## config.mk

```make
export PLATFORM = sky130hd
export DESIGN_NAME = link_top
export DESIGN_NICKNAME = d
export VERILOG_FILES = /design/src/hdl/link_pkg.sv /design/src/hdl/link_top.sv /design/src/hdl/word_receive.sv /design/src/hdl/word_transmit.sv
export VERILOG_INCLUDE_DIRS = /design/src /design/src/hdl
export SDC_FILE = /design/constraint.sdc
export NUM_CORES = 1
export LEC_CHECK = 0
export ABC_CLOCK_PERIOD_IN_PS = 2390
export BUFFER_PORTS_ARGS = -buffer_cell sky130_fd_sc_hd__buf_2
export CORE_MARGIN = 2
export CORE_UTILIZATION = 50
export DETAILED_ROUTE_END_ITERATION = 10
export PLACE_DENSITY_LB_ADDON = 0.15
export SLEW_MARGIN = 5
export SYNTH_ARGS = -nofsm -noshare
export SYNTH_HDL_FRONTEND = slang
export SYNTH_SLANG_ARGS = --single-unit
```

## constraint.sdc

```tcl
create_clock -name clk -period 2.39 [get_ports clk]
set_clock_uncertainty 0.1 [all_clocks]
set_input_delay 0.717 -clock clk [delete_from_list [all_inputs] [get_ports clk]]
set_output_delay 0.717 -clock clk [all_outputs]
set_load 0.01 [all_outputs]
```

## src/hdl/link_consts.svh

```systemverilog
`ifndef LINK_CONSTS_SVH
`define LINK_CONSTS_SVH

//////////////////////////////
// link widths
//////////////////////////////

// width of one complete data word.
`define LINK_DATA_WIDTH 32

// width of one beat on the link.
`define LINK_BUS_WIDTH 8

// beats needed for one word at the default widths.
// the data width has to be a whole multiple of the bus width.
`define LINK_BEATS (`LINK_DATA_WIDTH / `LINK_BUS_WIDTH)

`endif

```

## src/hdl/link_pkg.sv

```systemverilog
`default_nettype none

package link_pkg;

	//////////////////////////////
	// transmitter states
	//////////////////////////////

	// tx_idle holds no word, tx_beat is sending one.
	typedef enum logic {
		tx_idle = 1'b0,
		tx_beat = 1'b1
	} tx_state_t;

	//////////////////////////////
	// receiver states
	//////////////////////////////

	// rx_done lasts for the single cycle in which a word is announced.
	typedef enum logic {
		rx_collect = 1'b0,
		rx_done    = 1'b1
	} rx_state_t;

endpackage

`default_nettype wire

```

## src/hdl/link_top.sv

```systemverilog
`default_nettype none

`include "link_consts.svh"

module link_top #(
	parameter int DATA_WIDTH = `LINK_DATA_WIDTH,
	parameter int BUS_WIDTH  = `LINK_BUS_WIDTH
) (
	input  wire logic                  clk,
	input  wire logic                  rst_n,
	input  wire logic [DATA_WIDTH-1:0] data_to_send,
	input  wire logic                  send,
	output wire logic                  busy,
	input  wire logic                  dev_rdy,
	output wire logic [DATA_WIDTH-1:0] data,
	output wire logic                  valid_data
);

	//////////////////////////////
	// beat bus
	//////////////////////////////

	wire logic [BUS_WIDTH-1:0] beat;
	wire logic                 beat_valid;
	wire logic                 beat_last;
	wire logic                 beat_ready;

	// the transmitter cuts each word into beats.
	word_transmit #(
		.DATA_WIDTH (DATA_WIDTH),
		.BUS_WIDTH  (BUS_WIDTH)
	) u_tx (
		.clk          (clk),
		.rst_n        (rst_n),
		.data_to_send (data_to_send),
		.send         (send),
		.beat_ready   (beat_ready),
		.busy         (busy),
		.beat         (beat),
		.beat_valid   (beat_valid),
		.beat_last    (beat_last)
	);

	// the receiver rebuilds the word for the device.
	word_receive #(
		.DATA_WIDTH (DATA_WIDTH),
		.BUS_WIDTH  (BUS_WIDTH)
	) u_rx (
		.clk        (clk),
		.rst_n      (rst_n),
		.dev_rdy    (dev_rdy),
		.beat       (beat),
		.beat_valid (beat_valid),
		.beat_last  (beat_last),
		.beat_ready (beat_ready),
		.data       (data),
		.valid_data (valid_data)
	);

endmodule

`default_nettype wire

```

## src/hdl/word_receive.sv

```systemverilog
`default_nettype none

`include "link_consts.svh"

module word_receive #(
	parameter int DATA_WIDTH = `LINK_DATA_WIDTH,
	parameter int BUS_WIDTH  = `LINK_BUS_WIDTH
) (
	input  wire logic                  clk,
	input  wire logic                  rst_n,
	input  wire logic                  dev_rdy,
	input  wire logic [BUS_WIDTH-1:0]  beat,
	input  wire logic                  beat_valid,
	input  wire logic                  beat_last,
	output logic                       beat_ready,
	output logic      [DATA_WIDTH-1:0] data,
	output logic                       valid_data
);

	link_pkg::rx_state_t state;
	link_pkg::rx_state_t state_next;

	logic [DATA_WIDTH-1:0] asm_reg;
	logic [DATA_WIDTH-1:0] asm_next;
	logic                  beat_xfer;
	logic                  word_end;

	//////////////////////////////
	// handshake decode
	//////////////////////////////

	// ready comes from the device alone, never from beat_valid.
	assign beat_ready = dev_rdy;
	assign beat_xfer  = beat_valid && beat_ready;
	assign word_end   = beat_xfer && beat_last;

	//////////////////////////////
	// word assembly
	//////////////////////////////

	// new beats enter at the top and move down one slot per transfer.
	// after a full word the first beat sits in the least significant slot.
	always_comb begin
		asm_next = DATA_WIDTH'({beat, asm_reg} >> BUS_WIDTH);
	end

	always_ff @(posedge clk) begin
		if (beat_xfer) begin
			asm_reg <= asm_next;
		end
	end

	//////////////////////////////
	// state machine
	//////////////////////////////

	always_comb begin
		state_next = state;
		case (state)
			link_pkg::rx_collect: begin
				if (word_end) begin
					state_next = link_pkg::rx_done;
				end
			end
			link_pkg::rx_done: begin
				// a one beat word can finish again right away.
				if (word_end) begin
					state_next = link_pkg::rx_done;
				end else begin
					state_next = link_pkg::rx_collect;
				end
			end
			default: begin
				state_next = link_pkg::rx_collect;
			end
		endcase
	end

	always_ff @(posedge clk or negedge rst_n) begin
		if (!rst_n) begin
			state <= link_pkg::rx_collect;
		end else begin
			state <= state_next;
		end
	end

	//////////////////////////////
	// output word
	//////////////////////////////

	// data keeps the last word until the next one completes.
	always_ff @(posedge clk or negedge rst_n) begin
		if (!rst_n) begin
			data <= '0;
		end else if (word_end) begin
			data <= asm_next;
		end
	end

	assign valid_data = (state == link_pkg::rx_done);

endmodule

`default_nettype wire

```

## src/hdl/word_transmit.sv

```systemverilog
`default_nettype none

`include "link_consts.svh"

module word_transmit #(
	parameter int DATA_WIDTH = `LINK_DATA_WIDTH,
	parameter int BUS_WIDTH  = `LINK_BUS_WIDTH
) (
	input  wire logic                  clk,
	input  wire logic                  rst_n,
	input  wire logic [DATA_WIDTH-1:0] data_to_send,
	input  wire logic                  send,
	input  wire logic                  beat_ready,
	output logic                       busy,
	output logic      [BUS_WIDTH-1:0]  beat,
	output logic                       beat_valid,
	output logic                       beat_last
);

	localparam int BEATS = DATA_WIDTH / BUS_WIDTH;
	localparam int CNT_W = (BEATS > 1) ? $clog2(BEATS) : 1;

	link_pkg::tx_state_t state;
	link_pkg::tx_state_t state_next;

	logic [DATA_WIDTH-1:0] shift_reg;
	logic [CNT_W-1:0]      beat_cnt;
	logic                  take_word;
	logic                  beat_xfer;
	logic                  final_beat;

	//////////////////////////////
	// handshake decode
	//////////////////////////////

	// a send strobe only counts while no word is held.
	assign take_word  = send && (state == link_pkg::tx_idle);
	assign beat_xfer  = beat_valid && beat_ready;
	assign final_beat = (beat_cnt == CNT_W'(BEATS - 1));

	//////////////////////////////
	// state machine
	//////////////////////////////

	always_comb begin
		state_next = state;
		case (state)
			link_pkg::tx_idle: begin
				if (take_word) begin
					state_next = link_pkg::tx_beat;
				end
			end
			link_pkg::tx_beat: begin
				// leave on the edge that moves the last beat.
				if (beat_xfer && final_beat) begin
					state_next = link_pkg::tx_idle;
				end
			end
			default: begin
				state_next = link_pkg::tx_idle;
			end
		endcase
	end

	always_ff @(posedge clk or negedge rst_n) begin
		if (!rst_n) begin
			state <= link_pkg::tx_idle;
		end else begin
			state <= state_next;
		end
	end

	//////////////////////////////
	// beat counter
	//////////////////////////////

	always_ff @(posedge clk or negedge rst_n) begin
		if (!rst_n) begin
			beat_cnt <= '0;
		end else if (take_word) begin
			beat_cnt <= '0;
		end else if (beat_xfer) begin
			if (final_beat) begin
				beat_cnt <= '0;
			end else begin
				beat_cnt <= beat_cnt + 1'b1;
			end
		end
	end

	//////////////////////////////
	// word shift register
	//////////////////////////////

	// the low slice of the register is always the beat on the bus.
	// each transfer drops it and brings the next one down.
	always_ff @(posedge clk) begin
		if (take_word) begin
			shift_reg <= data_to_send;
		end else if (beat_xfer) begin
			shift_reg <= shift_reg >> BUS_WIDTH;
		end
	end

	//////////////////////////////
	// outputs
	//////////////////////////////

	assign busy       = (state == link_pkg::tx_beat);
	assign beat_valid = (state == link_pkg::tx_beat);
	assign beat_last  = beat_valid && final_beat;
	assign beat       = shift_reg[BUS_WIDTH-1:0];

endmodule

`default_nettype wire

```

After elaboration in Yosys (flattened, before gate mapping)
Cells that the tools add are included.

storage, ports and cells
  bits in registers = 100
  output and inout port bits = 34
  bits of input ports = 36
  logic and storage cells = 24

operators by class
  reductions and logical operators = 6
  add/subtract/negate cells = 1
  mux-type cells = 9
  bitwise gates (word level) = 1
  eq/ne operators = 1

operators with widths
  operator             number
  $mux 32              2
  $mux 2               3
  $logic_and 1x1->1    5
  $mux 1               3
  $add 2x1->2 const B  1
  $eq 2x2->1 const B   1
  $pmux 1 s2           1
  $reduce_bool 2->1    1
  $not 1->1            1

Longest topological paths before layout
  depth after elaboration = 4
  gate-level depth with buffers = 5

By module
Synthesis repeated with hierarchy kept, for this count alone.

second synthesis, totals
  cells, all modules = 239
  area, all modules = 3642.2 sq um

modules (own cells, without submodules)
  module         cells each  area each (sq um)  seq. area each (sq um)  instances
  word_receive   96          2085.8             1546.5                  1
  word_transmit  143         1556.5             1036.0                  1

Worst setup path after synthesis
Ideal clock, no wire load.

  kind = input to register
  from = in send
  to = reg u_tx.shift_reg[0], enable pin
  data required time = 1.901 ns
  arrival = 1.745 ns
  stages on the path = 4
  setup slack = 0.156 ns
  path through = nand2b_1 > buf_6 > buf_6 > nand2_1

on the way
  longest elaborated chain between the ends = 2

ends and longest elaborated chain
  element                             line                  source
  start, declared                     link_top.sv:12        input wire logic send,
  $logic_and 1x1->1                   word_transmit.sv:37   assign take_word = send && (state == link_pkg::tx_idle);
  $reduce_bool 2->1 (no source line)  -
  end signal, assigned                word_transmit.sv:99   shift_reg <= data_to_send;
  end signal, assigned                word_transmit.sv:101  shift_reg <= shift_reg >> BUS_WIDTH;
  end, declared                       word_transmit.sv:26   logic [DATA_WIDTH-1:0] shift_reg;

Every way passes these cells.
A chain may end at the register's enable or synchronous reset.

Worst setup path after layout
  from = reg u_tx.state (netlist: u_tx.beat_valid)
  to = out busy

RTL lines
  element                 line                 source
  start, declared         word_transmit.sv:23  link_pkg::tx_state_t state;
  start signal, assigned  word_transmit.sv:67  state <= link_pkg::tx_idle;
  start signal, assigned  word_transmit.sv:69  state <= state_next;
  end, declared           link_top.sv:13       output wire logic busy,

No word-level cell between the ends.

==> results by stage <==
Run:
- The tool flagged a number of max-cap violations equal to 0.

Routing:
- The wire length reported by the detailed router is 5073 microns.
- After the first detailed-routing iteration, the DRC count stood at 114.
- For this block, the via count after detailed routing is roughly 1700.
- The final routed DRC violation total is 0.
- The count of nets left with antenna violations after detail routing is 0.
- In the final routed layout, each cell accounts on average for 14.33 microns.
- The first detailed-routing pass ran for 4 iterations.
- Dividing the detail-routed via count by the number of cells gives around 4.7.

Global routing:
- The via count of the first global-routing pass is between 1500 and 2000.
- The largest net degree at the start of global routing is 37.
- The first-pass GRT wire length is 7914 microns.
- The total congestion overflow after global routing is 0.
- The number of antenna violations at the first check in global routing is 0.
- The total routing resource utilization after global routing is between 10 and 15%.

Finish:
- The layout-stage area growth over the synthesis result is 18.17%.
- The final net count is 290.
- The filler cell count is about 530.
- The area occupied by registers is 0.002582 sq mm.
- The cell area after layout is ~0.0042 sq mm.
- The antenna cell count is 0.
- The proportion of layout cells with a drive suffix above 1 is roughly 57%.
- The multi-input combinational cells in the finished layout cover a total of between 800 and 900 sq um.

Placement:
- Buffers placed on the I/O ports in this run total 69.
- Summing all placed instances gives a cell area of 0.004004 sq mm.
- The last weighted congestion value of the routability-driven placer is 0.7111.
- The half-perimeter wire length of the detailed placement result is about 3200 microns.

STA:
- The number of max-slew violations in the final report is 0.
- Across all hold checks on the routed design, the worst slack comes to 0.3389 ns.
- The count of endpoints failing setup in the final report is 0.
- The maximum operating frequency is roughly 0.55 GHz.
- Setup repair after global routing left no endpoint under its margin.
- The aggregate negative setup slack is 0 ns.
- The hold violation count in the final report is 0.
- The clock period could shrink to between 1.5 and 2 ns.
- At the pin with the least slew margin, the transition time is approximately 0.82 ns.
- The worst slew slack as a fraction of its limit is roughly 46%.
- Of the available clock period, the critical path in the final layout requires approximately three quarters.

Logic synthesis:
- Counting flops and latches in the post-synthesis netlist gives between 90 and 100.
- The number of nets in the synthesized netlist is about 210.
- Yosys printed 0 warnings.
- The adder-cell share of the synthesized area is less than 1%.
- The post-synth design cell area is 0.003575 sq mm.
- The count of unique library cells instantiated by Yosys is 17.
- The share of the yosys chip area belonging to registers is ~72%.
- The xor-xnor portion of the synthesized cell area is 0%.
- The synthesized netlist devotes less than 1% of its cell area to compound gates.
- The synthesized area per cell is 20.31 sq um.
- The portion of netlist area occupied by mux cells is about a fifth.
- The dominant combinational cell family by area after synthesis is multiplexers.
- Of the total synthesized cell area, the portion taken by AND, OR, NAND and NOR gates is 2.660%.
- The count of mapped cells out of synthesis is 176.

Die:
- Measured along the y axis, the die boundary spans roughly 89 microns.
- The area inside the core boundary is 0.006869 sq mm.
- The area enclosed by the die boundary is approximately 0.0078 sq mm.
- For this configuration, the core starts out at a cell density of a little over half.
- In this run the horizontal extent of the chip is between 80 and 90 microns.
- The number of rows created at floorplan is 30.
- In this run the count of I/O pins placed on the die edge is 70.

Clock network:
- In this run, post-CTS hold repair placed 0 buffers.
- After clock tree synthesis, the setup repair step added 0 buffers.
- The H-tree was split into 3 levels.
- The number of resized instances in the post-cts repair step is 0.
- TritonCTS built the clock tree.
- In this run, CTS created clock tree buffers numbering 9.
- Clock tree synthesis selected as its root buffer the cell clkbuf_8.
- The clock transition at the registers of the reported paths is roughly 0.090 ns.
- The number of clock sinks is 92.
- The maximum clock insertion buffer count is 2.
- For the worst-skew pair, the clock arrives at the later sink with an insertion delay of about 0.35 ns.

Critical path:
- The data arrival time of the critical path is about 0.99 ns.
- In this run the worst path has a maximum fanout of 8.
- The slowest stage cell on the critical path is dfrtp_1.
- The worst setup path endpoint is busy.
- The buffer and inverter count on the worst path is 1.
- STA classifies the critical path endpoint as an output port.
- The logic depth of the worst setup path including buffers is 1.
- The slack of the worst reg-to-reg path is ~0.80 ns.
- The signal on the critical path passes through buf_2.
- The reg-to-reg critical path startpoint is u_tx.beat_cnt[1].
- On the worst path, the slowest cell contributes a delay of between 0.4 and 0.5 ns.
- The critical register-to-register path endpoint is u_rx.data[31].
- The number of cells on the worst reg-to-reg path is 4.
- The launching element type of the critical path is a flip-flop.
- The required time of the critical path is about 1.6 ns.
- The classification of the worst setup path is flip-flop to output port.
- Grouping stages by cell kind, the critical path spends the most delay in flip-flops.
- The start point of the critical path is u_tx.beat_valid.

Power and ir drop:
- Overall power consumption after layout is estimated at around 5.3 mW.
- The total power divided by cell area is 1254 mW/mm^2.
- The standby leakage power is roughly 1.8 nW.
- Across the VDD grid, the largest voltage drop is about 620 uV.

Worst hold path:
- The class of the worst hold path is input pin to asynchronous set/reset pin.

Status:
- The flow ran to the end, and the final reports show no timing, DRC or antenna violations.
-- kinds of logic after synthesis --
family,Yosys count
AND/OR/NAND/NOR,16
AO/OA/AOI/OAI,2
multiplexers,57
buffers and inverters,8
flip-flops,92
adder cells (fa/ha/maj),1
-- cell type report --
class,count,area share (%)
Clock buffer,10,3.021
Clock inverter,6,2.192
Multi-Input combinational cell,76,20.94
Sequential cell,92,61.14
Timing Repair Buffer,73,9.775
Inverter,1,0.08886
Tap cell,96,2.844
-- placed cells by master, fill, tap and decap left out, drive strengths merged, types with 2 or more instances in the layout --
cell type / instances
edfxtp: 56
and2: 8
dfrtp: 36
nand2: 2
bufinv: 2
mux2: 57
clkbuf: 10
nor2: 2
inv: 5
buf: 73
-- stage by stage --
stage	instances	worst slack, ns	utilization, %
2_1_floorplan	176	0.1557	-
3_3_place_gp	338	0.5201	58.29
3_5_place_dp	338	0.5027	58.29
4_1_cts	354	0.5607	61.49
5_1_grt	354	0.5164	61.49
6_report	354	0.5805	61.49
-- Yosys cell counts --
| cell type | n | area share, % |
|---|---|---|
| a22o_1 | 1 | 0.25 |
| nand2b_1 | 1 | 0.18 |
| edfxtp_1 | 56 | 47 |
| mux2_2 | 26 | 8.2 |
| a31o_2 | 1 | 0.25 |
| buf_12 | 3 | 1.7 |
| nor2_1 | 2 | 0.21 |
| dfrtp_1 | 36 | 25 |
| and2_1 | 8 | 1.4 |
| nand2_1 | 2 | 0.21 |
| nor4bb_1 | 1 | 0.28 |
| inv_1 | 1 | 0.10 |
| buf_6 | 4 | 1.3 |
| mux2_4 | 31 | 13 |
| and2b_1 | 1 | 0.21 |
| ha_1 | 1 | 0.35 |
| and3_1 | 1 | 0.18 |
-- power by group --
part           total (mW)  leakage, nW  switching [mW]  internal (mW)
clock network        1.14        0.112           0.539          0.601
logic                1.47        0.723           0.601          0.868
registers            2.69        0.983           0.275           2.41
total                5.30         1.82            1.41           3.88
-- per-layer routing --
| metal | up-vias | track usage [%] | wire (microns) |
|---|---|---|---|
| met4 | 0 | 4.959 | 72 |
| met3 | 7 | 7.556 | 444 |
| met5 | - | 0 | 0 |
| met2 | 56 | 20.30 | 2305 |
| li1 | 804 | - | - |
| met1 | 789 | 17.73 | 2250 |
-- worst min-delay path by stage --
stage / startpoint / endpoint
global placement: u_tx.shift_reg[7] / u_rx.asm_reg[31]
floorplan: rst_n / u_rx.data[0]
CTS: u_tx.shift_reg[7] / u_rx.asm_reg[31]
global route: u_tx.shift_reg[7] / u_rx.asm_reg[31]
finish: rst_n / u_rx.data[1]
detailed placement: u_tx.shift_reg[7] / u_rx.asm_reg[31]
Power figures use the tool's default switching activity.
